## src/hdl/cpuSettings.svh

```systemverilog
`ifndef CPU_SETTINGS_SVH
`define CPU_SETTINGS_SVH

// Datapath and address width in bits
`define CPU_XLEN 64

// Architectural registers, the last one is XZR
`define CPU_REG_COUNT 32

// Fetch address after reset
`define CPU_RESET_PC 64'd0

`endif

```

## src/hdl/cpuPkg.sv

```systemverilog
`include "cpuSettings.svh"

package cpuPkg;

   typedef logic [`CPU_XLEN-1:0] dwordT;
   typedef logic [31:0] instrT;
   typedef logic [$clog2(`CPU_REG_COUNT)-1:0] regIdxT;

   // Opcode patterns, don't-care low bits of each format held at zero
   typedef enum logic [10:0] {
      OP_NOP   = 11'b00000000000,
      OP_ADDI  = 11'b10010001000,
      OP_ADDS  = 11'b10101011000,
      OP_SUBS  = 11'b11101011000,
      OP_AND   = 11'b10001010000,
      OP_ORR   = 11'b10101010000,
      OP_EOR   = 11'b11001010000,
      OP_LDUR  = 11'b11111000010,
      OP_STUR  = 11'b11111000000,
      OP_LDURB = 11'b00111000010,
      OP_STURB = 11'b00111000000,
      OP_MOVZ  = 11'b11010010100,
      OP_MOVK  = 11'b11110010100,
      OP_B     = 11'b00010100000,
      OP_CBZ   = 11'b10110100000,
      OP_BCOND = 11'b01010100000
   } opcodeT;

   typedef enum logic [2:0] {
      ALU_ADD   = 3'd0,
      ALU_SUB   = 3'd1,
      ALU_AND   = 3'd2,
      ALU_ORR   = 3'd3,
      ALU_EOR   = 3'd4,
      ALU_PASSB = 3'd5
   } aluFnT;

   typedef struct packed {
      regIdxT     rd;
      regIdxT     rn;
      regIdxT     rm;
      logic       regWrite;
      logic       aluSrcImm;
      aluFnT      aluFn;
      logic       setFlags;
      logic       memRead;
      logic       memWrite;
      logic       byteXfer;
      logic       isMovz;
      logic       isMovk;
      logic [1:0] movShift;
      logic       branch;
      logic       condBranch;
      logic       cbz;
      logic       bLt;
   } ctrlT;

   typedef struct packed {
      dwordT aluImm;
      dwordT brOffset;
   } immT;

   typedef struct packed {
      logic n;
      logic z;
      logic v;
      logic c;
   } flagsT;

   typedef struct packed {
      dwordT addr;
      dwordT wrData;
      logic  write;
      logic  read;
      logic  byteXfer;
   } memReqT;

endpackage

```

## src/hdl/regFile.sv

```systemverilog
`timescale 1ns/1ps
`include "cpuSettings.svh"

module regFile (
   input  logic           clk,
   input  logic           rstN,
   input  cpuPkg::regIdxT rdAddrA,
   input  cpuPkg::regIdxT rdAddrB,
   input  cpuPkg::regIdxT wrAddr,
   input  logic           wrEn,
   input  cpuPkg::dwordT  wrData,
   output cpuPkg::dwordT  rdDataA,
   output cpuPkg::dwordT  rdDataB
);
   import cpuPkg::*;

   // XZR is the highest index and has no storage
   localparam regIdxT zeroReg = regIdxT'(`CPU_REG_COUNT - 1);

   dwordT regs [`CPU_REG_COUNT-1];

   always_ff @(posedge clk or negedge rstN) begin
      if (!rstN) begin
         for (int i = 0; i < `CPU_REG_COUNT - 1; i++) begin
            regs[i] <= '0;
         end
      end else if (wrEn && wrAddr != zeroReg) begin
         regs[wrAddr] <= wrData;
      end
   end

   // Reads see the value from before this cycle's write
   assign rdDataA = (rdAddrA == zeroReg) ? '0 : regs[rdAddrA];
   assign rdDataB = (rdAddrB == zeroReg) ? '0 : regs[rdAddrB];

endmodule

```

## config.mk

```make
export PLATFORM = sky130hd
export DESIGN_NAME = regFile
export DESIGN_NICKNAME = d
export VERILOG_FILES = /design/src/hdl/cpuPkg.sv /design/src/hdl/regFile.sv
export VERILOG_INCLUDE_DIRS = /design/src /design/src/hdl
export SDC_FILE = /design/constraint.sdc
export NUM_CORES = 2
export LEC_CHECK = 0
export ABC_CLOCK_PERIOD_IN_PS = 2700
export BUFFER_PORTS_ARGS = -buffer_cell sky130_fd_sc_hd__buf_2
export CAP_MARGIN = 10
export CELL_PAD_IN_SITES_DETAIL_PLACEMENT = 0
export CELL_PAD_IN_SITES_GLOBAL_PLACEMENT = 2
export CORE_MARGIN = 3
export CORE_UTILIZATION = 40
export DETAILED_ROUTE_END_ITERATION = 16
export GPL_TIMING_DRIVEN = 0
export PLACE_DENSITY = 0.74
export SKIP_LAST_GASP = 1
export SYNTH_ARGS = -nofsm -noshare
export SYNTH_HDL_FRONTEND = slang
export SYNTH_SLANG_ARGS = --single-unit
```

## constraint.sdc

```tcl
create_clock -name clk -period 2.7 [get_ports clk]
set_input_delay 0.405 -clock clk [delete_from_list [all_inputs] [get_ports clk]]
set_output_delay 0.405 -clock clk [all_outputs]
set_load 0.05 [all_outputs]
```

# --- After elaboration in Yosys (flattened, before gate mapping) ---
# Cells that the tools add are included.
totals:
  wordCells: 54
  register_bits: 1984
  in_bits: 82
op_classes:
  muxes: 11
  eq_ne: 3
  bitwise: 3
  reduce_logical: 2
  n_lt_le_gt_ge: 4
op_table:
  columns: ["op", "count"]
  rows:
  - ["1984-bit bitwise mux", 1]
  - ["64-bit binary-select mux with 5-bit select", 2]
  - ["64-bit 2-to-1 mux", 7]
  - ["64-bit demux with 5-bit select", 1]
  - ["6-bit >= comparator, second input constant", 3]
  - ["5-bit NOT with 6-bit output", 3]
  - ["5-bit equality test, second input constant", 2]
  - ["6-bit by 1-bit < comparator with 1-bit output, second input constant", 1]
  - ["5-bit inequality test, second input constant", 1]
  - ["1-bit logical AND", 2]

# --- Longest topological paths before layout ---
logic_depth:
  depth_word: 6
  depth_mapped: 9
  depth_no_buf: 5

# --- Worst setup path before layout ---
# No wires, ideal clock.
synth_path:
  kind: "input to output"
  startpoint: "input port rdAddrB[1]"
  endpoint: "output port rdDataB[62]"
  path_buffers: 5
  setup_slack_ps: -381
  path_stages: 9
  t_arrival_ps: 2676
  required_ps: 2295
  cell_sequence: "buf_4 -> buf_6 -> buf_6 -> buf_2 -> buf_4 -> nor3_1 -> o21ai_0 -> a31oi_1 -> a211oi_1"
synth_via:
  elab_chain_len: 5
  elab_cells_between_ends: 6
  cone_classes: "1 x eq/ne; 4 x mux; 1 x bitwise"
synth_lines:
  columns: ["item", "line_no", "text"]
  rows:
  - ["from (decl)", "regFile.sv:8", "input cpuPkg::regIdxT rdAddrB,"]
  - ["5-bit NOT with 6-bit output (not written as such)", "regFile.sv:34", "assign rdDataB = (rdAddrB == zeroReg) ? '0 : regs[rdAddrB];"]
  - ["64-bit binary-select mux with 5-bit select", "regFile.sv:34", null]
  - ["64-bit 2-to-1 mux (not written as such) (2 in series)", "regFile.sv:34", null]
  - ["64-bit 2-to-1 mux (*)", "regFile.sv:34", null]
  - ["to (decl)", "regFile.sv:13", "output cpuPkg::dwordT rdDataB"]
# Every way passes the cells marked *; elsewhere a longest branch is shown, timed or not. The select of a mux whose other input is x is not followed.

# --- Final worst setup path ---
layout_path:
  startpoint: "input port rdAddrB[2]"
  endpoint: "output port rdDataB[54]"
# Same word-level chain as after synthesis.

==> impl_metrics.yaml <==
run_status:
  status: "finished with violations"
  violations: "negative hold slack, negative setup slack"
yosys:
  synth.avg_cell_area_sq_um: 14.0
  synth_warnings: 0
  syn_area_sq_um: 108000
  synth_edf_count: 0
  netlist_instances: 7708
  synth.net_count: 7790
  yosysUniqueCellTypes: 52
  synthTopCellsByArea: "dfrtp_1, mux2_2, mux4_2, mux2i_1, clkbuf_1"
  async_reset_ff_frac: 1.00
  post-synth-top-area-cell: "dfrtp_1"
  synth_seq_cells: 1984
  ys.flop_type: "dfrtp_1"
  netlist.area_leader.share: 0.461
  ys_seq_area_frac: 0.461
grt:
  grt_pass1_vias: 81000
  grt_pass1_wl_um: 671000
  grt-ovfl-total: 0
  grt_use_total: 0.351
  antenna_found_initial: 36
  grt_start_max_net_pins: 169
pwr:
  p_per_area_nw_per_um2: 730
  leakage_nw: 57.7
  ir_drop_mv: 0.675
finish:
  drive_gt1_frac: 0.556
  layout_commonest_cell: "mux2_2"
  final_cell_mix: "mux2_2, dfrtp_1, mux4_2, mux2i_1, buf_4"
  fillCellCount: 23000
  fin_util: 0.497
  largest_register_ffs: 1984
  nets: 8621
  largest_register: "regs"
  largestRegisters: "regs x1984"
  area_growth_pct: 23.1
clock_network:
  cts.sinks: 1984
  htreeDepth: 4
  clkTransAtPathRegs_ns: 0.06
  clk_latency_ns: 0.90
  clockBufferDepth: 4
  root_buffer: "clkbuf_16"
  cts_tree: "built"
  tritoncts.num_buffers: 232
routing:
  first_pass_iters: 6
  drc_errors: 0
  wirelength_um: 500000
  drt_iter0_markers: 9600
  ant_nets: 0
  wire_per_inst_um: 40.8
  via_count: 80800
  vias_per_cell: 6.58
floorplanning:
  start_util: 0.404
  design.core.area_sq_um: 267000
  die_area_sq_um: 275000
  io_pins: 210
  rows: 189
  die_x_um: 525
  dieHeight_um: 525
setup_path:
  crit_path_start_kind: "primary input"
  crit_type: "in -> out"
  endpoint_kind: "output port"
  required_ns: 2.30
  cp_max_fo: 10
  cp.arrival_ns: 3.01
job:
  maxCapViolations: 0
timing:
  slew_violations: 0
  setup_viol: 128
  setup_slack_ns: -0.719
  tightest_slew_ns: 1.46
  finClkSkew_ns: 0
  hold_viol: 232
  period_minus_slack_ns: 3.42
  max_slew_margin: 0.0232
  hold_ws_ns: -0.222
  max_freq_mhz: 292
  grt_setup_unrepaired: "yes"
  period_share: 1.27
placed_design:
  place_hpwl_um: 336000
  port_buffers: 199
  gp_congestion: 0.930
worst_hold_path:
  min_path_type: "in -> async"
worst paths after layout:
path                                 start     endpoint  slack (ns)  cells after the start
worst max-delay path            rdAddrB[2]  rdDataB[54]       -0.72                      7
worst min register to register  regs[1175]   regs[1175]        0.51                      1
worst max register to register  regs[1049]   regs[1049]        1.66                      3
min in group clk                wrData[29]     regs[29]        0.29                      3
max in group asynchronous             rstN     regs[14]        0.56                      7
worst min-delay path                  rstN   regs[1774]       -0.22                      4
worst max-delay path: stages:
cell	delay, ns
buf_4	0.40
clkbuf_2	0.60
mux4_2	0.43
mux2_2	0.29
a32oi_2	0.16
o211ai_1	0.36
buf_4	0.33
report_power, final:
| part | internal (mW) | total (mW) | switching, mW |
|---|---|---|---|
| sequential | 35.6 | 40.0 | 4.37 |
| combinational | 12.8 | 24.5 | 11.7 |
| clock | 18.6 | 32.2 | 13.6 |
| total | 67.0 | 96.6 | 29.7 |
layout make-up:
| class | instances | area (sq um) | share of cell area |
|---|---|---|---|
| diodes | 34 | 85.1 | 0.000642 |
| clock inverters | 76 | 882 | 0.00666 |
| multi-input cells | 4905 | 57500 | 0.434 |
| flip-flops and latches | 1984 | 49600 | 0.375 |
| clock buffers | 330 | 6710 | 0.0506 |
| plain buffers | 812 | 6410 | 0.0484 |
| well taps | 3533 | 4420 | 0.0334 |
| inverters | 2 | 12.5 | 0.0000945 |
| repair buffers | 602 | 6750 | 0.0509 |
cell usage after synthesis, types with 4 or more instances:
library cell,number
a221oi_1,64
a32o_1,20
buf_4,117
or2_2,54
mux2i_1,469
nor2_1,70
nor2_2,7
nor2_4,4
mux2_1,47
buf_2,255
mux4_2,600
dfrtp_1,1984
o21ai_0,128
or2_1,13
a32oi_1,39
o2111a_1,64
mux2_2,2211
a21oi_1,189
nor2_8,4
o22a_1,64
o211ai_1,61
a22oi_1,43
nor3b_2,4
buf_6,23
buf_1,41
a31oi_1,21
nor2b_1,133
a21o_1,128
nand2_1,184
o22ai_1,64
o31ai_1,64
clkbuf_1,381
a211oi_1,129
through the flow:
stage	cells	setup WS (ns)	power [mW]	area, sq um	setup TNS, ns
final	12300	-0.719	96.6	132000	-37.79
after global routing	12300	-0.714	99.7	132000	-39.38
after CTS	12100	-0.683	95.3	130000	-40.45
after detailed placement	11500	-2.07	61.0	115000	-569.77
after global placement	11400	-43.97	59.9	113000	-
after floorplan	7708	0.0172	53.6	108000	0
metal layers:
metal | GRT usage | share of wire
met5 | 0.000693 | 0.00044
met4 | 0.225 | 0.075
met3 | 0.0934 | 0.099
met2 | 0.526 | 0.44
met1 | 0.451 | 0.39
what timing repair did:
item,4_1_cts,5_1_grt
setup buffers,159,95
cloned,8,12
hold endpoints to repair,346,172
pin swaps,199,257
setup endpoints to repair,128,295
gates resized for setup,1580,368
hold buffers,69,1
cell families after synthesis:
kind of cell / count (synthesis) / share of synthesized area
AOI/OAI and AO/OA: 1088 / 0.0724
buffers and inverters: 820 / 0.0373
muxes: 3327 / 0.405
DFF: 1984 / 0.461
and+or+nand+nor: 489 / 0.0236
(Power assumes the default switching activity.)
