$ cat src/hdl/cpuSettings.svh
`ifndef CPU_SETTINGS_SVH
`define CPU_SETTINGS_SVH

// Datapath and address width in bits
`define CPU_XLEN 64

// Architectural registers, the last one is XZR
`define CPU_REG_COUNT 32

// Fetch address after reset
`define CPU_RESET_PC 64'd0

`endif

$ cat src/hdl/cpuPkg.sv
`include "cpuSettings.svh"

package cpuPkg;

   typedef logic [`CPU_XLEN-1:0] dwordT;
   typedef logic [31:0] instrT;
   typedef logic [$clog2(`CPU_REG_COUNT)-1:0] regIdxT;

   // Opcode patterns, don't-care low bits of each format held at zero
   typedef enum logic [10:0] {
      OP_NOP   = 11'b00000000000,
      OP_ADDI  = 11'b10010001000,
      OP_ADDS  = 11'b10101011000,
      OP_SUBS  = 11'b11101011000,
      OP_AND   = 11'b10001010000,
      OP_ORR   = 11'b10101010000,
      OP_EOR   = 11'b11001010000,
      OP_LDUR  = 11'b11111000010,
      OP_STUR  = 11'b11111000000,
      OP_LDURB = 11'b00111000010,
      OP_STURB = 11'b00111000000,
      OP_MOVZ  = 11'b11010010100,
      OP_MOVK  = 11'b11110010100,
      OP_B     = 11'b00010100000,
      OP_CBZ   = 11'b10110100000,
      OP_BCOND = 11'b01010100000
   } opcodeT;

   typedef enum logic [2:0] {
      ALU_ADD   = 3'd0,
      ALU_SUB   = 3'd1,
      ALU_AND   = 3'd2,
      ALU_ORR   = 3'd3,
      ALU_EOR   = 3'd4,
      ALU_PASSB = 3'd5
   } aluFnT;

   typedef struct packed {
      regIdxT     rd;
      regIdxT     rn;
      regIdxT     rm;
      logic       regWrite;
      logic       aluSrcImm;
      aluFnT      aluFn;
      logic       setFlags;
      logic       memRead;
      logic       memWrite;
      logic       byteXfer;
      logic       isMovz;
      logic       isMovk;
      logic [1:0] movShift;
      logic       branch;
      logic       condBranch;
      logic       cbz;
      logic       bLt;
   } ctrlT;

   typedef struct packed {
      dwordT aluImm;
      dwordT brOffset;
   } immT;

   typedef struct packed {
      logic n;
      logic z;
      logic v;
      logic c;
   } flagsT;

   typedef struct packed {
      dwordT addr;
      dwordT wrData;
      logic  write;
      logic  read;
      logic  byteXfer;
   } memReqT;

endpackage

$ cat src/hdl/execUnit.sv
`timescale 1ns/1ps

module execUnit (
   input  logic          clk,
   input  logic          rstN,
   input  cpuPkg::ctrlT  ctrl,
   input  cpuPkg::immT   imm,
   input  cpuPkg::dwordT opA,
   input  cpuPkg::dwordT opB,
   output cpuPkg::dwordT aluResult,
   output cpuPkg::dwordT storeData,
   output cpuPkg::flagsT flags
);
   import cpuPkg::*;

   localparam int xlen = $bits(dwordT);

   dwordT srcB;
   dwordT addend;
   dwordT sum;
   logic  carryOut;
   logic  isSub;
   dwordT aluOut;
   dwordT hwMask;
   dwordT hwPlaced;
   flagsT flagsNext;

   assign srcB  = ctrl.aluSrcImm ? imm.aluImm : opB;
   assign isSub = (ctrl.aluFn == ALU_SUB);

   // A - B done as A + ~B + 1, carry out is then the not-borrow
   assign addend             = isSub ? ~srcB : srcB;
   assign {carryOut, sum}    = {1'b0, opA} + {1'b0, addend} + (xlen+1)'(isSub);

   always_comb begin
      case (ctrl.aluFn)
         ALU_AND:   aluOut = opA & srcB;
         ALU_ORR:   aluOut = opA | srcB;
         ALU_EOR:   aluOut = opA ^ srcB;
         ALU_PASSB: aluOut = srcB;
         default:   aluOut = sum;
      endcase
   end

   // Halfword lane picked by the MOVZ/MOVK shift field
   assign hwMask   = dwordT'(16'hFFFF) << {ctrl.movShift, 4'b0000};
   assign hwPlaced = dwordT'(imm.aluImm[15:0]) << {ctrl.movShift, 4'b0000};

   always_comb begin
      if (ctrl.isMovz) begin
         aluResult = hwPlaced;
      end else if (ctrl.isMovk) begin
         aluResult = (aluOut & ~hwMask) | hwPlaced;
      end else begin
         aluResult = aluOut;
      end
   end

   // Store data and the CBZ test both use the second register port
   assign storeData = opB;

   assign flagsNext.n = sum[xlen-1];
   assign flagsNext.z = (sum == '0);
   assign flagsNext.c = carryOut;
   // Overflow when both inputs agree in sign and the sum does not
   assign flagsNext.v = (opA[xlen-1] == addend[xlen-1]) && (sum[xlen-1] != opA[xlen-1]);

   always_ff @(posedge clk or negedge rstN) begin
      if (!rstN) begin
         flags <= '0;
      end else if (ctrl.setFlags) begin
         flags <= flagsNext;
      end
   end

endmodule

$ cat config.mk
export PLATFORM = sky130hd
export DESIGN_NAME = execUnit
export DESIGN_NICKNAME = d
export VERILOG_FILES = /design/src/hdl/cpuPkg.sv /design/src/hdl/execUnit.sv
export VERILOG_INCLUDE_DIRS = /design/src /design/src/hdl
export SDC_FILE = /design/constraint.sdc
export NUM_CORES = 1
export LEC_CHECK = 0
export BUFFER_PORTS_ARGS = -buffer_cell sky130_fd_sc_hd__buf_4
export CAP_MARGIN = 10
export CORE_AREA = 2 2 162 164
export CTS_CLUSTER_DIAMETER = 60
export CTS_CLUSTER_SIZE = 12
export DETAILED_ROUTE_END_ITERATION = 10
export DIE_AREA = 0 0 164 166
export GPL_TIMING_DRIVEN = 0
export PLACE_DENSITY_LB_ADDON = 0.15
export SLEW_MARGIN = 30
export SYNTH_ARGS = -nofsm -noshare
export SYNTH_HDL_FRONTEND = slang
export SYNTH_SLANG_ARGS = --single-unit
$ cat constraint.sdc
create_clock -name clk -period 8.7 [get_ports clk]
set_clock_uncertainty 0.05 [all_clocks]
set_input_delay 0.87 -clock clk [delete_from_list [all_inputs] [get_ports clk]]
set_output_delay 0.87 -clock clk [all_outputs]
set_load 0.03 [all_outputs]
After elaboration in Yosys (flattened, before gate mapping). Cells that the tools add are included.

Bits in registers: 4. Input port bits: 290.

Shifts and indexed selects: 2. Mux-type cells: 5. Equal/unequal tests: 7. Reductions and logical operators: 2. Bitwise gates (word level): 7. Add/subtract/negate cells: 2.

Operator list (count): $mux W64 (4); $pmux W64 S4 (1); $and A64 B64 Y64 (2); $not A64 Y64 (2); $or A64 B64 Y64 (2); $add A64 B64 Y65 (1); $add A65 B1 Y65 (1); $logic_not A64 Y1 (1); $shl A16 B6 Y64 (1); $shl A16 B6 Y64 const A (1); $xor A64 B64 Y64 (1); $eq A3 B2 Y1 const B (2); $eq A3 B3 Y1 const B (2); $eq A3 B1 Y1 const B (1); $eq A1 B1 Y1 (1); $logic_and A1 B1 Y1 (1); $ne A1 B1 Y1 (1).

Logic depth before layout (Yosys ltp).
Depth after elaboration: 10. Mapped depth: 18. Mapped depth without buffers: 16.

Worst setup path before layout. OpenSTA, ideal clock, no wires.

Path type: in2out. Start: input port ctrl[13] in the netlist's numbering. End: output port aluResult[60]. Data arrival time: 5.123 ns. Slack: 2.657 ns. Stages: 17. Cell sequence: nor3b_1 > clkbuf_1 > clkbuf_1 > xnor2_1 > ha_1 > clkbuf_1 > and3_1 > nor3b_1 > nand3_1 > nor3_1 > o21ai_0 > nand3_1 > a2111oi_0 > o31ai_1 > xor2_1 > a221oi_1 > o21ai_0.

Longest elaborated chain between the ends: 9. Elaborated cells on any way between the ends: 13.

Ends and longest elaborated chain: start, declared (RTL line execUnit.sv:6) `input cpuPkg::ctrlT ctrl,`; $eq A3 B1 Y1 (RTL line execUnit.sv:29) `assign isSub = (ctrl.aluFn == ALU_SUB);`; $mux W64 (RTL line execUnit.sv:32) `assign addend = isSub ? ~srcB : srcB;`; $add A64 B64 Y65 (RTL line execUnit.sv:33) `assign {carryOut, sum} = {1'b0, opA} + {1'b0, addend} + (xlen+1)'(isSub);`; $add A65 B1 Y65 (RTL line execUnit.sv:33); $pmux W64 S4 (*) (RTL line execUnit.sv:36) `case (ctrl.aluFn)`; $and A64 B64 Y64 (RTL line execUnit.sv:53) `aluResult = (aluOut & ~hwMask) | hwPlaced;`; $or A64 B64 Y64 (RTL line execUnit.sv:53); $mux W64 (*) (RTL line execUnit.sv:52) `end else if (ctrl.isMovk) begin`; $mux W64 (*) (RTL line execUnit.sv:50) `if (ctrl.isMovz) begin`; end, declared (RTL line execUnit.sv:10) `output cpuPkg::dwordT aluResult,`.

Every way passes the cells marked *; elsewhere a longest branch is shown, timed or not.

Worst setup path in the final report.
Start: input port ctrl[13] in the netlist's numbering. End: output port aluResult[62].

Same word-level chain as after synthesis.

==> qor.csv <==
metric;value;unit
CTS tree;yes;
Top FF cell, synth;dfrtp_1;
Final #Nets;2528;
CP startpoint kind;primary input;
Placed Instances;2370;
Pre-Repair DR Iteration Count;6;
Die Ht;166;um
postcts setup bufs;0;
xor/xnor share of the synthesized area;9.537;%
clock power share;4.7;%
PnR Total Power;1.559;mW
worst setup path startpoint;ctrl[13];
final setup fails;0;
Synthesis Warnings;0;
RSZ-0062 raised after global routing;no;
Critical Path, Cell by Cell;buf_4 > nor3b_1 > clkbuf_1 > clkbuf_1 > xnor2_1 > ha_1 > clkbuf_1 > nand2_1 > nor4_1 > o2111ai_1 > a31oi_1 > o211ai_1 > nand2_1 > a221oi_1 > o31ai_1 > xor2_1 > a21oi_1 > o211ai_1 > buf_4;
Least-Margin Pin Slew;1.027;ns
CP required;7.78;ns
final hold slack;0.3841;ns
Max clock buf depth;2;
Tcrit/Tclk final;95.30;%
CP Capture Point;aluResult[62];
upper clock frequency limit;0.1206;GHz
fin. max-slew vios;0;
fin cells;2373;
power per cell area;109.2;nW/um2
Fin. Hold Viols;0;
post-synth cell types;66;
WS Path Type;primary input to output pin;
P_sw;0.9451;mW
Worst R2R End;flags[0];
maximum VDD drop;0.08482;mV
Syn Inst Count;1705;
Worst EP arrival;7.37;ns
via count;14624;
CP Capture Type;output pin;
Initial Util;44.10;%
layout cells sized above 1;20.66;%
Largest Register;flags;
Crit path top cell by count;clkbuf_1;
hold-fix buffers at CTS;0;
Die Outline Area;27220;um2
LEAKAGE;7.058;nW
FF+latch count, synth;4;
CTS clk-pin slew, worst paths;0.03;ns
Antenna Nets Post-Route;0;
GRT Total Usage;39.41;%
wire per inst;23.82;um
total nets after synthesis;2193;
Initial DRC Count;1508;
Comb pwr share;93.7;%
vias in the first global route;13755;
cts repair resizes;0;
via/cell ratio;6.163;
clk sinks;4;
Reg2Reg Setup Slack;7.96;ns
std cell rows;59;
hpwl dp;45940;um
Adder-Cell Fraction of Synth Area;22.00;%
initial antenna violation count;1;
# IOs;422;
biggest regs;flags x4;
post-synthesis simple-gate area fraction;16.12;%
largest net degree at the start of global routing;11;
final WL;56520;um
Syn Area/Cell;6.625;um2
mux contribution to synthesized area;7.000;%
sequential power share;1.6;%
max reg flops;4;
critical path's largest stage delay;0.81;ns
worst r2r src;flags[0];
first-pass GRT wire length;82230;um
n_diodes;0;
DRC violations left;0;
P_int;0.6136;mW
crit path max fanout;10;
utilization after layout;55.73;%
cts bufs inserted;3;
max_slew headroom;30.65;%
synthesized area;11300;um2
Core ar.;25620;um2
minimum clock period after layout;8.291;ns
IO Port Bufs;330;
routability cong.;1.026;
hold crit path type;primary input to async pin;
main combinational cell family by area after synthesis;compound AO/OA/AOI/OAI gates;
total gr overflow;0;
asr flop ratio synth;100.0;%
root buf cell;clkbuf_16;
slowest stage cell, crit path;clkbuf_1;
status;finished clean;
Post-Route Setup TNS;0;ns
switching part of the total;60.64;%
FF-to-FF path depth;2;
Die Width;164;um
# H-tree levels;1;
Max-Cap Viols;0;
Compound-Gate Fraction of Synth Area;31.57;%
synthesis-to-finish area growth;26.37;%
sequential element share of the synthesized area;0.8861;%
Fill cells;2612;
Post-synth EDFFs;0;
Worst-Skew Late Latency;0.22;ns
layout by cell type, fill, tap and decap left out, types with 6 or more instances in the layout:
| cell type | synthesis | final |
|---|---|---|
| and3_1 | 9 | 9 |
| a211oi_1 | 21 | 21 |
| nand2_1 | 213 | 213 |
| o22ai_1 | 37 | 37 |
| mux2i_1 | 75 | 75 |
| xnor2_1 | 102 | 102 |
| o211ai_1 | 26 | 26 |
| o21a_1 | 9 | 9 |
| nand4_1 | 24 | 24 |
| nand2b_1 | 11 | 11 |
| nor3_1 | 19 | 19 |
| nor4_1 | 7 | 7 |
| o21bai_1 | 17 | 17 |
| o31ai_1 | 8 | 8 |
| nand3_1 | 6 | 6 |
| buf_4 | 65 | 395 |
| nor3b_1 | 8 | 8 |
| a21oi_1 | 149 | 149 |
| inv_1 | 159 | 159 |
| a221oi_1 | 8 | 8 |
| a21o_1 | 32 | 32 |
| xor2_1 | 21 | 21 |
| o221ai_1 | 16 | 16 |
| ha_1 | 197 | 197 |
| a31oi_1 | 11 | 11 |
| clkbuf_1 | 89 | 88 |
| nor2_1 | 85 | 85 |
| o21ai_0 | 162 | 162 |
| a221o_1 | 6 | 6 |
| a22o_1 | 18 | 18 |
| o2111ai_1 | 7 | 7 |
power by group through the flow:
stage	clock [mW]	sequential (mW)	combinational (mW)
final	0.0740	0.0247	1.46
after global routing	0.0748	0.0247	1.55
after detailed placement	0	0.0245	1.42
after global placement	0	0.0244	1.41
after CTS	0.0735	0.0246	1.42
after floorplan	0	0.0316	0.905
per-layer routing:
layer	GRT usage (%)	share of wire, %
met1	49.77	40
met2	65.98	45
met3	5.944	9.4
met4	17.16	5.6
met5	0	0.023
worst min path at each step:
stage | end | depth (start not counted)
floorplan | flags[0] | 0
global placement | flags[2] | 2
detailed placement | flags[2] | 2
CTS | flags[1] | 1
global route | flags[1] | 1
finish | flags[1] | 1
cell families after synthesis:
kind of cell,Yosys count
AOI/OAI and AO/OA,570
and+or+nand+nor,409
buffers and inverters,323
adders and majority gates,198
xor gates and xnor gates,123
muxes,78
DFF,4
metrics by stage:
step	setup WS (ns)	cell area [um2]
finish	0.4093	14270
global route	0.4426	14270
CTS	0.4553	14270
detailed placement	0.4599	14200
global placement	0.4015	14190
floorplan	2.657	11300
worst max-delay path, delay by kind of cell:
kind	cells	cell delay, ns
buffers and inverters	5	2.19
AO/OA/AOI/OAI	7	2.41
AND/OR/NAND/NOR	4	1.16
adder cells (fa/ha/maj)	1	0.31
XOR/XNOR	2	0.40
cells in the mapped netlist, drive strengths merged (24+ instances only):
cell type | number | area share [%]
a21o | 32 | 2.1
nor2 | 85 | 2.8
o22ai | 37 | 2.0
buf | 75 | 4.7
clkbuf | 89 | 3.0
nand4 | 24 | 1.3
xnor2 | 102 | 7.9
nand2 | 213 | 7.1
o211ai | 26 | 1.7
o21ai | 167 | 7.4
a21oi | 149 | 6.6
inv | 159 | 5.3
ha | 197 | 22
mux2i | 76 | 6.8
area by class of cell:
class	instances	area [um2]	share of cell area (%)
well taps	335	419.2	2.936
inverters	159	596.8	4.181
multi-input cells	1378	9739	68.23
repair buffers	330	2477	17.35
clock buffers	3	75.07	0.5259
flip-flops and latches	4	100.1	0.7012
plain buffers	164	867.1	6.074
(Power assumes the default switching activity.)
