===== config.mk =====
export PLATFORM = sky130hd
export DESIGN_NAME = instrDecode
export DESIGN_NICKNAME = d
export VERILOG_FILES = /design/src/hdl/cpuPkg.sv /design/src/hdl/instrDecode.sv
export VERILOG_INCLUDE_DIRS = /design/src /design/src/hdl
export SDC_FILE = /design/constraint.sdc
export NUM_CORES = 1
export LEC_CHECK = 0
export BUFFER_PORTS_ARGS = -buffer_cell sky130_fd_sc_hd__buf_4
export CAP_MARGIN = 20
export CORE_AREA = 2 2 73 75
export DETAILED_ROUTE_END_ITERATION = 16
export DIE_AREA = 0 0 75 77
export GPL_TIMING_DRIVEN = 1
export PLACE_DENSITY = 0.81
export RECOVER_POWER = 50
export SLEW_MARGIN = 20
export SYNTH_ARGS = -nofsm -noshare
export SYNTH_HDL_FRONTEND = slang
export SYNTH_SLANG_ARGS = --single-unit
export TNS_END_PERCENT = 1

===== constraint.sdc =====
create_clock -name vclk -period 9.74
set_input_delay 0.974 -clock vclk [all_inputs]
set_output_delay 0.974 -clock vclk [all_outputs]
set_load 0.03 [all_outputs]

===== src/hdl/cpuSettings.svh =====
`ifndef CPU_SETTINGS_SVH
`define CPU_SETTINGS_SVH

// Datapath and address width in bits
`define CPU_XLEN 64

// Architectural registers, the last one is XZR
`define CPU_REG_COUNT 32

// Fetch address after reset
`define CPU_RESET_PC 64'd0

`endif


===== src/hdl/cpuPkg.sv =====
`include "cpuSettings.svh"

package cpuPkg;

   typedef logic [`CPU_XLEN-1:0] dwordT;
   typedef logic [31:0] instrT;
   typedef logic [$clog2(`CPU_REG_COUNT)-1:0] regIdxT;

   // Opcode patterns, don't-care low bits of each format held at zero
   typedef enum logic [10:0] {
      OP_NOP   = 11'b00000000000,
      OP_ADDI  = 11'b10010001000,
      OP_ADDS  = 11'b10101011000,
      OP_SUBS  = 11'b11101011000,
      OP_AND   = 11'b10001010000,
      OP_ORR   = 11'b10101010000,
      OP_EOR   = 11'b11001010000,
      OP_LDUR  = 11'b11111000010,
      OP_STUR  = 11'b11111000000,
      OP_LDURB = 11'b00111000010,
      OP_STURB = 11'b00111000000,
      OP_MOVZ  = 11'b11010010100,
      OP_MOVK  = 11'b11110010100,
      OP_B     = 11'b00010100000,
      OP_CBZ   = 11'b10110100000,
      OP_BCOND = 11'b01010100000
   } opcodeT;

   typedef enum logic [2:0] {
      ALU_ADD   = 3'd0,
      ALU_SUB   = 3'd1,
      ALU_AND   = 3'd2,
      ALU_ORR   = 3'd3,
      ALU_EOR   = 3'd4,
      ALU_PASSB = 3'd5
   } aluFnT;

   typedef struct packed {
      regIdxT     rd;
      regIdxT     rn;
      regIdxT     rm;
      logic       regWrite;
      logic       aluSrcImm;
      aluFnT      aluFn;
      logic       setFlags;
      logic       memRead;
      logic       memWrite;
      logic       byteXfer;
      logic       isMovz;
      logic       isMovk;
      logic [1:0] movShift;
      logic       branch;
      logic       condBranch;
      logic       cbz;
      logic       bLt;
   } ctrlT;

   typedef struct packed {
      dwordT aluImm;
      dwordT brOffset;
   } immT;

   typedef struct packed {
      logic n;
      logic z;
      logic v;
      logic c;
   } flagsT;

   typedef struct packed {
      dwordT addr;
      dwordT wrData;
      logic  write;
      logic  read;
      logic  byteXfer;
   } memReqT;

endpackage


===== src/hdl/instrDecode.sv =====
`timescale 1ns/1ps

module instrDecode (
   input  cpuPkg::instrT instruction,
   output cpuPkg::ctrlT  ctrl,
   output cpuPkg::immT   imm
);
   import cpuPkg::*;

   localparam int xlen = $bits(dwordT);

   logic [10:0] op;
   opcodeT      opc;
   regIdxT      rdIdx;
   regIdxT      rnIdx;
   regIdxT      rmIdx;
   logic [8:0]  daddr9;
   logic [11:0] imm12;
   logic [15:0] imm16;
   logic [18:0] condAddr19;
   logic [25:0] brAddr26;
   logic        condIsLt;

   // Instruction fields
   assign op         = instruction[31:21];
   assign rdIdx      = instruction[4:0];
   assign rnIdx      = instruction[9:5];
   assign rmIdx      = instruction[20:16];
   assign daddr9     = instruction[20:12];
   assign imm12      = instruction[21:10];
   assign imm16      = instruction[20:5];
   assign condAddr19 = instruction[23:5];
   assign brAddr26   = instruction[25:0];
   assign condIsLt   = (instruction[4:0] == 5'h0B);

   // Widest formats first so short patterns never shadow full opcodes
   always_comb begin
      opc = OP_NOP;
      if (op inside {OP_ADDS, OP_SUBS, OP_AND, OP_ORR, OP_EOR,
                     OP_LDUR, OP_STUR, OP_LDURB, OP_STURB}) begin
         opc = opcodeT'(op);
      end else if ({op[10:1], 1'b0} == OP_ADDI) begin
         opc = OP_ADDI;
      end else if ({op[10:2], 2'b00} inside {OP_MOVZ, OP_MOVK}) begin
         opc = opcodeT'({op[10:2], 2'b00});
      end else if ({op[10:3], 3'b000} == OP_CBZ) begin
         opc = OP_CBZ;
      end else if ({op[10:3], 3'b000} == OP_BCOND && condIsLt) begin
         opc = OP_BCOND;
      end else if ({op[10:5], 5'b00000} == OP_B) begin
         opc = OP_B;
      end
   end

   always_comb begin
      ctrl          = '0;
      ctrl.rd       = rdIdx;
      ctrl.rn       = rnIdx;
      ctrl.rm       = rmIdx;
      ctrl.aluFn    = ALU_ADD;
      ctrl.movShift = instruction[22:21];
      case (opc)
         OP_ADDI: begin
            ctrl.regWrite  = 1'b1;
            ctrl.aluSrcImm = 1'b1;
         end
         OP_ADDS: begin
            ctrl.regWrite = 1'b1;
            ctrl.setFlags = 1'b1;
         end
         OP_SUBS: begin
            ctrl.regWrite = 1'b1;
            ctrl.setFlags = 1'b1;
            ctrl.aluFn    = ALU_SUB;
         end
         OP_AND: begin
            ctrl.regWrite = 1'b1;
            ctrl.aluFn    = ALU_AND;
         end
         OP_ORR: begin
            ctrl.regWrite = 1'b1;
            ctrl.aluFn    = ALU_ORR;
         end
         OP_EOR: begin
            ctrl.regWrite = 1'b1;
            ctrl.aluFn    = ALU_EOR;
         end
         OP_LDUR, OP_LDURB: begin
            ctrl.regWrite  = 1'b1;
            ctrl.aluSrcImm = 1'b1;
            ctrl.memRead   = 1'b1;
            ctrl.byteXfer  = (opc == OP_LDURB);
         end
         OP_STUR, OP_STURB: begin
            ctrl.rm        = rdIdx;
            ctrl.aluSrcImm = 1'b1;
            ctrl.memWrite  = 1'b1;
            ctrl.byteXfer  = (opc == OP_STURB);
         end
         OP_MOVZ: begin
            ctrl.regWrite  = 1'b1;
            ctrl.aluSrcImm = 1'b1;
            ctrl.aluFn     = ALU_PASSB;
            ctrl.isMovz    = 1'b1;
         end
         OP_MOVK: begin
            // Old Rd value comes in on the second port for the merge
            ctrl.rm       = rdIdx;
            ctrl.regWrite = 1'b1;
            ctrl.aluFn    = ALU_PASSB;
            ctrl.isMovk   = 1'b1;
         end
         OP_B: begin
            ctrl.branch = 1'b1;
         end
         OP_CBZ: begin
            ctrl.rm         = rdIdx;
            ctrl.condBranch = 1'b1;
            ctrl.cbz        = 1'b1;
         end
         OP_BCOND: begin
            ctrl.condBranch = 1'b1;
            ctrl.bLt        = 1'b1;
         end
         default: begin
         end
      endcase
   end

   always_comb begin
      case (opc)
         OP_ADDI:                             imm.aluImm = dwordT'(imm12);
         OP_LDUR, OP_LDURB, OP_STUR, OP_STURB: imm.aluImm = {{(xlen-9){daddr9[8]}}, daddr9};
         OP_MOVZ, OP_MOVK:                    imm.aluImm = dwordT'(imm16);
         default:                             imm.aluImm = '0;
      endcase
      // Word offsets become byte offsets
      if (opc == OP_B) begin
         imm.brOffset = {{(xlen-28){brAddr26[25]}}, brAddr26, 2'b00};
      end else begin
         imm.brOffset = {{(xlen-21){condAddr19[18]}}, condAddr19, 2'b00};
      end
   end

endmodule


# After elaboration in Yosys (flattened, before gate mapping)
# Index checks and enable logic that the tools add are counted.
# op_classes
eq_ne	31
mux	22
n_reduce_logical	12
# ops
op	n
$eq A11 B11 Y1 const B	18
$pmux W64 S3	1
$mux W64	1
$eq A11 B9 Y1 const B	4
$mux W11	4
$eq A9 B9 Y1 const B	2
$pmux W3 S5	1
$eq A11 B10 Y1 const B	1
$eq A11 B8 Y1 const B	1
$mux W1	11
$eq A10 B10 Y1 const B	1
$mux W10	1
$reduce_or A10 Y1	1
$reduce_or A2 Y1	5
$reduce_bool A9 Y1	1
$eq A8 B7 Y1 const B	1
$eq A8 B8 Y1 const B	1
$mux W8	1
$reduce_or A4 Y1	2
$eq A6 B3 Y1 const B	1
$reduce_or A6 Y1	1
$eq A5 B4 Y1 const B	1
$mux W5	1
$pmux W1 S2	1
other kinds (2)	2
# totals
register_bits	0
in_bits	32
output_inout_bits	160
wordCells	65

# Depth between registers and ports, before layout
# logic_depth
ltp_word	10
depth_mapped	8
depth_no_buf	6

# Worst setup path before layout
# No wires, ideal clock.
# synth_timing
path_kind	input to output
start	input instruction[30]
end	output imm[72] (netlist bit)
t_arrival_ns	4.101
required_ns	8.766
path_slack_ns	4.665
path_stages	6
path_buffers	1
path_cell_list	buf_2 and2b_1 a221o_2 nand4_1 nor2_1 a221o_1
# synth_lines
item	line	rtl
start, declared	instrDecode.sv:4	input cpuPkg::instrT instruction,
end, declared	instrDecode.sv:6	output cpuPkg::immT imm

==> flow_metrics.py <==
metrics = {
    "synthesis": {
        "post-synth-top-count-cell": "buf_4",
        "syn_inst": 262,
        "synthDominantCellAreaShare_pct": 43.3,
        "postSynthAreaPerCell_um2": 6.48,
        "post_synth_most_frequent_cells": "buf_4 (98), nand2_1 (35), o21ai_0 (20), inv_1 (12), a22oi_1 (9)",
        "yosys_cell_types": 39,
        "post-synth-top-area-cell": "buf_4",
        "yosys_warnings": 0,
        "post_synth_instance_area_um2": 1700,
        "synth.top_cells.by_area": "buf_4 (43%), nand2_1 (7.7%), o21ai_0 (5.9%)",
        "synth_sequential_area_ratio_pct": 0,
    },
    "placed_design": {
        "gpl.final_weighted_congestion": 0.855,
        "port_buffers": 190,
        "cell_count_after_placement": 412,
        "place.detailed.hpwl_um": 4900,
    },
    "timing": {
        "final_period_minus_worst_setup_slack_ps": 5840,
        "max-slew-margin-rel_pct": -88.8,
        "slew_viol_final": 52,
        "fin_tns_setup_ps": 0,
        "timing.final.hold_violations": 0,
        "tightest_slew_ps": 2820,
        "achievable-frequency_ghz": 0.171,
        "grt_setup_unrepaired": "no",
        "fin_crit_sh_pct": 59.9,
        "finalSetupViolations": 0,
    },
    "detailed_routing": {
        "via_per_inst": 4.82,
        "avgRoutedWirePerCell_um": 15.0,
        "via_count": 1986,
        "drt-total-wl_um": 6190,
        "first_pass_iters": 4,
        "post-route-drc-count": 0,
        "initialDrtViolationCount": 77,
        "antenna_violating_nets_post_route": 0,
    },
    "critical_path": {
        "critPathMaxFanout": 51,
        "startpoint_type_of_the_worst_setup_path": "input pin",
        "worst-endpoint-required_ps": 8770,
        "crit_path_end_kind": "output port",
        "cp.arrival_ps": 4860,
        "setup.worst_path.class": "in2out",
    },
    "cells_and_area": {
        "areaGrowthSynthToFinish_pct": 24.6,
        "n_fill_cell": 632,
        "sequential_cell_area_um2": 0,
        "design.seq.count": 0,
        "finish.cell_count_without_fillers": 412,
        "finalNetCount": 376,
        "antenna_cells_inserted": 0,
        "clockBufferCount": 0,
        "final_layout_size_suffix_gt1_share_pct": 36.3,
        "multiInputGateArea_um2": 831,
    },
    "floorplan": {
        "die_extent_in_y_um": 77,
        "chipWidth_um": 75,
        "design.core.area_um2": 4980,
        "ioPinCount": 192,
        "die-area_um2": 5780,
        "starting_density_of_the_core_pct": 34.1,
        "placement_rows": 26,
    },
    "global_routing": {
        "first_global_vias": 1776,
        "grt_overflow_total": 0,
        "globalRouteTotalUtil_pct": 18.8,
        "grt_antenna_before_repair": 0,
        "grt_max_degree": 52,
        "wire_length_of_the_first_global_routing_pass_um": 8880,
    },
    "hold_path": {
        "holdPathStages": 2,
        "hold_path.startpoint": "instruction[2]",
        "whs_endpoint": "ctrl[29]",
        "min_path_type": "in2out",
    },
    "flow_run": {
        "drv_cap": 1,
    },
    "clock_network": {
        "cts.hold.buffers_added": 0,
        "cts_resized": 0,
        "post-cts-setup-buffer-count": 0,
    },
    "pwr": {
        "pwr_density_cell_nw_per_um2": 48.0,
        "max-vdd-ir-drop_v": 0.0000277,
        "p_leak_nw": 1.06,
    },
    "run_status": {
        "run_status": "complete, but fails checks",
        "violations_in_the_final_reports": "max-capacitance violations, max-slew violations",
    },
}
==> layout by cell type (no fill, tap or decap) <==
master,synthesis,routed
a21o_1,7,7
a21oi_1,3,3
a221o_1,3,3
a221o_2,1,1
a22oi_1,9,9
a41oi_1,1,1
and2_0,0,1
and2_1,3,2
and2b_1,1,1
and3_1,2,2
and4b_1,1,1
buf_4,98,116
clkbuf_1,7,74
conb_1,1,2
inv_1,12,12
inv_2,1,1
mux2_2,5,5
nand2_1,35,35
nand2b_1,6,6
nand3_1,1,2
nand3b_1,2,2
nand4_1,2,2
nand4b_1,1,1
nor2_1,6,6
nor2b_1,5,5
nor3_1,5,5
nor4_1,3,3
nor4b_1,0,1
o211a_1,1,1
o21ai_0,20,20
o21ai_1,1,1
o22ai_1,4,4
o31ai_1,0,1
o32ai_4,1,1
or3_1,3,3
or4_1,1,1
or4b_1,1,1
==> cells by family after synthesis <==
logic type	share of synthesized area [%]
AO/OA/AOI/OAI	22.0
buffers and inverters	49.4
multiplexers	3.32
other	0.221
AND/OR/NAND/NOR	25.1
==> per-stage QoR <==
step                      hold slack (ps)  total power (W)  worst slack (ps)  util [%]  instance area [µm²]
after global placement               2190         0.000110              5150      48.9                 2430
after CTS                            2190         0.000111              4940      48.9                 2430
after floorplan                      2060        0.0000785              4670         -                 1700
after global routing                 2280         0.000107              3330      42.5                 2120
after detailed placement             2190         0.000111              4940      48.9                 2430
final                                2270         0.000102              3900      42.5                 2120
==> final cells by class <==
| cell class | count | area share [%] |
|---|---|---|
| multi-input combinational | 139 | 39.3 |
| tap | 70 | 4.14 |
| inverter | 13 | 2.31 |
| timing repair buffer | 190 | 54.3 |
==> layer usage <==
metal / wire length (µm) / vias up / global-route usage [%]
met1: 2400 / 897 / 22.7
li1: - / 942 / -
met5: 0 / - / 0
met3: 666 / 7 / 2.37
met2: 3060 / 140 / 35.1
met4: 64 / 0 / 2.14
==> worst max path at each step <==
| stage | start | end | slack [ps] | depth (start not counted) |
|---|---|---|---|---|
| 6_report | instruction[26] | imm[72] | 3900 | 7 |
| 5_1_grt | instruction[23] | imm[72] | 3330 | 7 |
| 4_1_cts | instruction[27] | imm[33] | 4940 | 7 |
| 3_5_place_dp | instruction[27] | imm[33] | 4940 | 7 |
| 3_3_place_gp | instruction[27] | imm[57] | 5150 | 7 |
| 2_1_floorplan | instruction[30] | imm[72] | 4670 | 6 |
==> power by group <==
| part | total (W) | switching (W) | internal, W |
|---|---|---|---|
| Combinational | 0.000102 | 0.0000701 | 0.0000315 |
| Sequential | 0 | 0 | 0 |
| Clock | 0 | 0 | 0 |
| Total | 0.000102 | 0.0000701 | 0.0000315 |
==> critical path: stages <==
cell	delay, ps
buf_4	130
nor4b_1	320
o211a_1	250
nand4_1	430
nor2_1	2250
a221o_1	330
buf_4	180
Note: power is estimated with default switching activity, not from simulation.
