==> config.mk <==
export PLATFORM = sky130hd
export DESIGN_NAME = resultStage
export DESIGN_NICKNAME = d
export VERILOG_FILES = /design/src/hdl/cpuPkg.sv /design/src/hdl/resultStage.sv
export VERILOG_INCLUDE_DIRS = /design/src /design/src/hdl
export SDC_FILE = /design/constraint.sdc
export NUM_CORES = 1
export LEC_CHECK = 0
export BUFFER_PORTS_ARGS = -buffer_cell sky130_fd_sc_hd__buf_2
export CAP_MARGIN = 10
export CORE_AREA = 10 10 254 256
export DETAILED_ROUTE_END_ITERATION = 10
export DIE_AREA = 0 0 264 266
export GPL_ROUTABILITY_DRIVEN = 0
export PLACE_DENSITY = 0.41
export SLEW_MARGIN = 40
export SYNTH_ARGS = -nofsm -noshare
export SYNTH_HDL_FRONTEND = slang
export SYNTH_SLANG_ARGS = --single-unit
==> constraint.sdc <==
create_clock -name vclk -period 7.4
set_input_delay 0.37 -clock vclk [all_inputs]
set_output_delay 0.37 -clock vclk [all_outputs]
set_load 0.01 [all_outputs]
==> src/hdl/cpuSettings.svh <==
`ifndef CPU_SETTINGS_SVH
`define CPU_SETTINGS_SVH

// Datapath and address width in bits
`define CPU_XLEN 64

// Architectural registers, the last one is XZR
`define CPU_REG_COUNT 32

// Fetch address after reset
`define CPU_RESET_PC 64'd0

`endif

==> src/hdl/cpuPkg.sv <==
`include "cpuSettings.svh"

package cpuPkg;

   typedef logic [`CPU_XLEN-1:0] dwordT;
   typedef logic [31:0] instrT;
   typedef logic [$clog2(`CPU_REG_COUNT)-1:0] regIdxT;

   // Opcode patterns, don't-care low bits of each format held at zero
   typedef enum logic [10:0] {
      OP_NOP   = 11'b00000000000,
      OP_ADDI  = 11'b10010001000,
      OP_ADDS  = 11'b10101011000,
      OP_SUBS  = 11'b11101011000,
      OP_AND   = 11'b10001010000,
      OP_ORR   = 11'b10101010000,
      OP_EOR   = 11'b11001010000,
      OP_LDUR  = 11'b11111000010,
      OP_STUR  = 11'b11111000000,
      OP_LDURB = 11'b00111000010,
      OP_STURB = 11'b00111000000,
      OP_MOVZ  = 11'b11010010100,
      OP_MOVK  = 11'b11110010100,
      OP_B     = 11'b00010100000,
      OP_CBZ   = 11'b10110100000,
      OP_BCOND = 11'b01010100000
   } opcodeT;

   typedef enum logic [2:0] {
      ALU_ADD   = 3'd0,
      ALU_SUB   = 3'd1,
      ALU_AND   = 3'd2,
      ALU_ORR   = 3'd3,
      ALU_EOR   = 3'd4,
      ALU_PASSB = 3'd5
   } aluFnT;

   typedef struct packed {
      regIdxT     rd;
      regIdxT     rn;
      regIdxT     rm;
      logic       regWrite;
      logic       aluSrcImm;
      aluFnT      aluFn;
      logic       setFlags;
      logic       memRead;
      logic       memWrite;
      logic       byteXfer;
      logic       isMovz;
      logic       isMovk;
      logic [1:0] movShift;
      logic       branch;
      logic       condBranch;
      logic       cbz;
      logic       bLt;
   } ctrlT;

   typedef struct packed {
      dwordT aluImm;
      dwordT brOffset;
   } immT;

   typedef struct packed {
      logic n;
      logic z;
      logic v;
      logic c;
   } flagsT;

   typedef struct packed {
      dwordT addr;
      dwordT wrData;
      logic  write;
      logic  read;
      logic  byteXfer;
   } memReqT;

endpackage

==> src/hdl/resultStage.sv <==
`timescale 1ns/1ps

module resultStage (
   input  cpuPkg::ctrlT   ctrl,
   input  cpuPkg::immT    imm,
   input  cpuPkg::dwordT  pc,
   input  cpuPkg::dwordT  aluResult,
   input  cpuPkg::dwordT  storeData,
   input  cpuPkg::flagsT  flags,
   input  cpuPkg::dwordT  dataRdData,
   output cpuPkg::memReqT dataReq,
   output cpuPkg::dwordT  wbData,
   output cpuPkg::dwordT  nextPc
);
   import cpuPkg::*;

   dwordT loaded;
   dwordT pcPlus4;
   dwordT pcBranch;
   logic  regZero;
   logic  lessThan;
   logic  taken;

   // Address is the base plus Daddr9 from the ALU
   assign dataReq.addr     = aluResult;
   assign dataReq.wrData   = storeData;
   assign dataReq.write    = ctrl.memWrite;
   assign dataReq.read     = ctrl.memRead;
   assign dataReq.byteXfer = ctrl.byteXfer;

   // LDURB zero-extends the low byte
   assign loaded = ctrl.byteXfer ? dwordT'(dataRdData[7:0]) : dataRdData;
   assign wbData = ctrl.memRead ? loaded : aluResult;

   assign regZero  = (storeData == '0);
   // Signed less-than from the last SUBS
   assign lessThan = flags.n ^ flags.v;

   assign taken = ctrl.branch
                | (ctrl.condBranch & ((ctrl.cbz & regZero) | (ctrl.bLt & lessThan)));

   assign pcPlus4  = pc + dwordT'(4);
   assign pcBranch = pc + imm.brOffset;
   assign nextPc   = taken ? pcBranch : pcPlus4;

endmodule

======== Word level (Yosys, flattened, before mapping) ========
Cells that the tools add are included.
word-level totals
  bits in registers ....................... 0
  bits in latches ......................... 0
  bits in writable memories ............... 0
  ROM bits ................................ 0
  input port bits ......................... 420
  output and inout bits ................... 259
  word-level logic and storage cells ...... 12
  memories ................................ 0
cells by class
  add/sub/neg operators ................... 2
  multiply operators ...................... 0
  div/mod/pow operators ................... 0
  order comparisons ....................... 0
  equality and inequality tests ........... 0
  shift-type cells ........................ 0
  muxes and demuxes ....................... 3
  bitwise operators ....................... 6
  reductions and logical operators ........ 1
operators by type and width
  cell                                            number
  2-to-1 mux 64 bit                               3
  adder 64 x 3 -> 64 bit (second input constant)  1
  adder 64 bit                                    1
  logical NOT 64 bit                              1
  bitwise AND 1 bit                               3
  bitwise OR 1 bit                                2
  bitwise XOR 1 bit                               1

======== Logic depth before layout (Yosys ltp) ========
Gate-level depths: netlist of the first run.
  word-level depth ........................ 6
  mapped depth ............................ 12
  depth with buffers taken out ............ 12

======== Least setup slack after synthesis of the first run ========
OpenSTA, ideal clock, no wires.
  path kind ............................... input to output
  start point ............................. input port imm[0] (netlist bit)
  end point ............................... output port nextPc[50]
  data arrival time ....................... 2.846 ns
  data required time ...................... 7.030 ns
  setup slack ............................. 4.184 ns
  cell stages on the path ................. 12
  buffers on the path ..................... 0
  cells stage by stage .................... ha_1 -> fa_1 -> a211oi_1 -> o21ai_1 -> a21oi_1 -> o21ai_2 -> a41o_2 -> a21oi_4 -> o41ai_4 -> a41oi_2 -> xor2_1 -> o21ai_1
between the ends
  word-level cells in the longest chain between the ends .. 2
ends and longest elaborated chain
  item               RTL line           RTL
  from (decl)        resultStage.sv:5   input cpuPkg::immT imm,
  adder 64 bit       resultStage.sv:43  assign pcBranch = pc + imm.brOffset;
  2-to-1 mux 64 bit  resultStage.sv:44  assign nextPc = taken ? pcBranch : pcPlus4;
  to (decl)          resultStage.sv:13  output cpuPkg::dwordT nextPc
No other way between the ends.

======== Worst setup path in the final report of the first run ========
  start point ............................. input port storeData[6]
  end point ............................... output port nextPc[63]
between the ends
  word-level cells in the longest chain between the ends .. 6
ends and longest elaborated chain
  item                RTL line           RTL
  from (decl)         resultStage.sv:8   input cpuPkg::dwordT storeData,
  logical NOT 64 bit  resultStage.sv:35  assign regZero = (storeData == '0);
  bitwise AND 1 bit   resultStage.sv:40  | (ctrl.condBranch & ((ctrl.cbz & regZero) | (ctrl.bLt & lessThan)));
  bitwise OR 1 bit    resultStage.sv:40
  bitwise AND 1 bit   resultStage.sv:40
  bitwise OR 1 bit    resultStage.sv:40
  2-to-1 mux 64 bit   resultStage.sv:44
No other way between the ends.

==> metrics.md, run 1 <==
| Metric | Value |
|---|---|
| DP HPWL | 56.6 mm |
| Setup Crit Path Kind | input pin to primary output |
| Synthesized area | 7640 sq um |
| Setup WS pre-CTS | 3170 ps |
| Final wirelength | 60.6 mm |
| Post-synth top area share | 13.1% |
| Area taken by flip-flops and latches | 0 sq um |
| Clk_buf instances | 0 |
| Post-route DRC violation count | 0 |
| Drt pass-1 iters | 5 |
| Worst hold margin | 740 ps |
| Synth area leader | buf_4 |
| Core area | 59700 sq um |
| RSZ-0062 raised after global routing | no |
| CP arrival | 3730 ps |
| Vias in the first global route | 10200 |
| Setup violations, final | 0 |
| Fill count | 7044 |
| Total number of yosys warnings | 0 |
| First-pass GRT wire length | 81.3 mm |
| Final Cycle Share | 55.4% |
| Lkg Pwr | 5.18 nW |
| CTS resizes | 0 |
| Mean Syn Cell Area | 6.42 sq um |
| Vias per cell | 4.25 |
| Syn_nets | 1674 |
| Synth-to-Final Area Change | 36.6% |
| Via Count | 10200 |
| Hold_buf cts | 0 |
| Fin Setup TNS | 0 ps |
| Largest net degree at the start of global routing | 78 |
| Cell Pwr Density | 85.3 nW/um^2 |
| Initial antenna violation count | 52 |
| Worst-Margin Slew | 801 ps |
| Die H | 266 microns |
| WL/cell | 25.2 microns |
| Number of sequential cells | 0 |
| Main area contributors after synthesis | buf_4 13%, ha_1 10%, nand2_1 8.8%, o21ai_0 8.0%, xnor2_1 7.3% |
| Max Fclk | 0.244 GHz |
| Final #Nets | 2095 |
| Synth cell count leaders | 179 x nand2_1, 133 x buf_4, 122 x o21ai_0 |
| FP Rows | 90 |
| Element type at the critical path end | primary output |
| Number of DRC markers in iteration 0 | 592 |
| Grt ovf | 0 |
| DRT antenna net count | 0 |
| Worst Hold Class | input pin to primary output |
| Slew margin rel. | 46.6% |
| Outcome | finished, final reports clean |
| Post-route worst setup slack | 3300 ps |
| Sequential fraction of the synthesis area | 0% |
| Worst VDD drop | 0.0000357 V |
| # IOs | 679 |
| Maxcap violations | 0 |
| Top-count cell post-synth | nand2_1 |
| Slew Limit Fails | 0 |
| Syn Inst Count | 1189 |
| Min Tclk post-route | 4100 ps |
| Layout cells sized above 1 | 40.0% |
| Synth cell types | 77 |
| Post-CTS Setup Repair Bufs | 0 |
| Die area | 70200 sq um |
| Final Hold Viols | 0 |
| Required @ worst endpoint | 7030 ps |
| Initial Util | 12.8% |
| Critical path launch point type | input pin |
| Port-buffer cells | 586 |
| Die width | 264 microns |
| Max FO, Critical Path | 77 |
| Tot GR Track Use | 16.0% |
[layer usage]
layer / GRT usage (%) / part of all wire, %
met1: 15.3 / 34
met3: 4.37 / 7.4
met4: 3.07 / 2.5
met2: 33.0 / 56
met5: 0 / 0.18
[cell type report]
class	count	area (sq um)	share of cell area [%]
antenna	12	30.0	0.288
inverter	74	278	2.66
multi-input combinational	943	6170	59.2
tap	782	978	9.38
timing repair buffer	591	2970	28.5
[power by group]
group	internal (mW)	total [mW]	switching (mW)
sequential	0	0	0
clock	0.000000209	0.000000209	0
combinational	0.340	0.890	0.550
total	0.340	0.890	0.550
[worst max-delay path, stage by stage]
cell and delay [ps]:
buf_2 130, nor4_1 480, nand4_1 400, nor4_1 620
a21oi_4 110, buf_4 280, buf_4 430, nor3b_1 280
nand3_1 100, nand3_1 140, xor2_1 160, buf_2 160
[worst paths after layout]
path	startpoint	to	slack, ps	cells after the start
max	storeData[6]	nextPc[63]	3300	12
min	ctrl[9]	dataReq[2]	740	0
[cell usage in the layout (no fill, tap or decap), drive strengths merged, types with 26 or more instances in the layout]
cell   instances
ha            64
and3          26
xnor2         64
nand3         36
nand2        179
a21o          38
buf          591
inv           74
nor4          26
nor2          61
o21ai        135
a21oi         87
nand4         26
xor2          52
[metrics by stage]
| stage | power [mW] | area, sq um | std cells | util [%] |
|---|---|---|---|---|
| finish | 0.890 | 10400 | 2402 | 17.5 |
| global route | 0.977 | 10400 | 2401 | 17.5 |
| CTS | 0.913 | 10400 | 2390 | 17.4 |
| detailed placement | 0.908 | 10400 | 2390 | 17.4 |
| global placement | 0.908 | 10400 | 2390 | 17.4 |
| floorplan | 0.526 | 7640 | 1189 | - |
[cells by family (layout without fill, tap and decap cells)]
group                    count (synthesis)  count (layout)  synth area share [%]
AND/OR/NAND/NOR                        407             407                  25.7
AO/OA/AOI/OAI                          340             340                  28.6
buffers and inverters                  246             665                  19.4
XOR/XNOR                               116             116                  13.3
adder cells (fa/ha/maj)                 65              65                  10.7
multiplexers                            15              15                  2.13
other                                    0              12                     0
No activity file was read; power rests on OpenSTA's default activity.
==> run 2: changes to the inputs <==
CORE_AREA = 10 10 259 261   (was 10 10 254 256)
DIE_AREA = 0 0 269 271   (was 0 0 264 266)
clock period = 3.7 ns   (was 7.4 ns; I/O delays follow)
==> metrics.md, run 2 (synthesized netlist as in run 1, its figures left out) <==
| Metric | Value |
|---|---|
| Vias per cell | 4.25 (about the same) |
| Slew margin rel. | 50.5% (was 46.6%) |
| FP Rows | 91 (was 90) |
| DRT antenna net count | 0 (unchanged) |
| CP max-delay cell | fa_1 (was nor4_1) |
| Worst VDD drop | 0.0000914 V (was 0.0000357 V) |
| Largest net degree at the start of global routing | 67 (was 78) |
| Max FO, Critical Path | 4 (was 77) |
| Initial antenna violation count | 71 (was 52) |
| Port-buffer cells | 586 (unchanged) |
| Number of sequential cells | 0 (unchanged) |
| Commonest non-fill, non-tap cell in the layout | buf_2 (unchanged) |
| # IOs | 679 (unchanged) |
| Layout cells sized above 1 | 40.6% (was 40.0%) |
| RSZ-0062 raised after global routing | no (unchanged) |
| Tot GR Track Use | 16.9% (was 16.0%) |
| Post-route worst setup slack | 218 ps (was 3300 ps) |
| Final wirelength | 66.2 mm (was 60.6 mm) |
| Cell Pwr Density | 171 nW/um^2 (was 85.3 nW/um^2) |
| DP HPWL | 61.9 mm (was 56.6 mm) |
| Element type at the critical path end | primary output (unchanged) |
| Worst Hold Depth | 0 (unchanged) |
| Drt pass-1 iters | 5 (unchanged) |
| Slew Limit Fails | 0 (unchanged) |
| Setup violations, final | 0 (unchanged) |
| Die width | 269 microns (was 264 microns) |
| Min Tclk post-route | 3480 ps |
| Core area | 61600 sq um (was 59700 sq um) |
| Maxcap violations | 0 (unchanged) |
| Final Cycle Share | 94.1% |
| Area taken by flip-flops and latches | 0 sq um (unchanged) |
| Final #Nets | 2111 (was 2095) |
| Hold Path Origin | ctrl[9] (unchanged) |
| Setup Crit Path Kind | input pin to primary output (unchanged) |
| Grt ovf | 0 (unchanged) |
| Most frequent cells in the layout | 586 x buf_2, 179 x nand2_1, 121 x o21ai_0 (was 586 x buf_2, 179 x nand2_1, 122 x o21ai_0) |
| CP max stage delay | 440 ps (was 620 ps) |
| Hold_buf cts | 0 (unchanged) |
| First-pass GRT wire length | 87.3 mm (was 81.3 mm) |
| Post-CTS Setup Repair Bufs | 0 (unchanged) |
| Die H | 271 microns (was 266 microns) |
| Initial Util | 12.4% (was 12.8%) |
| Die area | 72900 sq um (was 70200 sq um) |
| Setup WS pre-CTS | 151 ps (was 3170 ps) |
| Final Cell Area | 10600 sq um (was 10400 sq um) |
| WHS Endpoint | dataReq[2] (unchanged) |
| Worst-Margin Slew | 740 ps (was 801 ps) |
| WL/cell | 26.8 microns (was 25.2 microns) |
| Vias in the first global route | 10500 (was 10200) |
| Max Fclk | 0.287 GHz |
| Final Hold Viols | 0 (unchanged) |
| Critical path launch point type | input pin (unchanged) |
| Placement Cell Area | 10600 sq um (was 10400 sq um) |
| Clk_buf instances | 0 (unchanged) |
| Required @ worst endpoint | 3510 ps (was 7030 ps) |
| Crit path cell chain | buf_2 > ha_1 > fa_1 > a211oi_1 > o21ai_1 > a21oi_1 > o21ai_2 > a41o_2 > a21oi_4 > o41ai_4 > a31oi_1 > xnor2_1 > o21ai_1 > buf_2 (was buf_2 > nor4_1 > nand4_1 > nor4_1 > a21oi_4 > buf_4 > buf_4 > nor3b_1 > nand3_1 > nand3_1 > xor2_1 > buf_2) |
| Post-route DRC violation count | 0 (unchanged) |
| Via Count | 10500 (was 10200) |
| Outcome | finished, final reports clean (unchanged) |
| Fin Setup TNS | 0 ps (unchanged) |
| Lkg Pwr | 5.27 nW (was 5.18 nW) |
| Worst Hold Class | input pin to primary output (unchanged) |
| CP arrival | 3300 ps (was 3730 ps) |
| CTS resizes | 0 (unchanged) |
| Number of DRC markers in iteration 0 | 563 (was 592) |
| Synth-to-Final Area Change | 38.9% (was 36.6%) |
[run 2: cell types whose count changed in the layout (fill, tap and decap cells not counted)]
cell and change:
buf_12 +1, buf_4 +15, diode_2 -8, o21ai_0 -1
o21ai_1 +1, xor2_1 +1, xor2_2 -1
[run 2: worst max-delay path by stage]
stage | start | end | slack (ps) | depth (start not counted)
after floorplan | imm[0] | nextPc[50] | 850 | 12
after global placement | imm[0] | nextPc[62] | 150 | 14
after detailed placement | imm[0] | nextPc[62] | 150 | 14
after CTS | imm[0] | nextPc[62] | 150 | 14
after global routing | imm[0] | nextPc[62] | 10 | 14
final | imm[0] | nextPc[62] | 220 | 14
[run 2: layout make-up]
cell class	instances	area, sq um
Antenna cell	4	10.0
Fill cell	7282	51000
Inverter	74	278
Multi-Input combinational cell	943	6170
Tap cell	837	1050
Timing Repair Buffer	607	3100
[run 2: through the flow]
stage | cells | hold slack (ps) | util (%) | power, mW
2_1_floorplan | 1189 | 447 | - | 1.05
5_1_grt | 2464 | 370 | 17.2 | 1.99
3_5_place_dp | 2461 | 370 | 17.2 | 1.84
6_report | 2465 | 370 | 17.2 | 1.82
4_1_cts | 2461 | 370 | 17.2 | 1.85
3_3_place_gp | 2461 | 370 | 17.2 | 1.84
[run 2: worst max-delay path: cells and delay by family]
family	cells	cell delay, ps
AO/OA/AOI/OAI	9	2020
adder cells (fa/ha/maj)	2	670
XOR/XNOR	1	100
buffers and inverters	2	300
[run 2: per-layer routing]
layer / up-vias / track usage, % / wire, microns
met2: 521 / 35.6 / 37000
met5: - / 0 / 172
met3: 160 / 4.74 / 5670
li1: 4924 / - / -
met1: 4844 / 15.9 / 21700
met4: 30 / 1.79 / 1560
[run 2: power by group]
part           leakage [nW]  switching [mW]  internal [mW]
registers                 0               0              0
logic                  5.27            1.12          0.693
clock network     0.0000254               0    0.000000146
total                  5.27            1.12          0.693
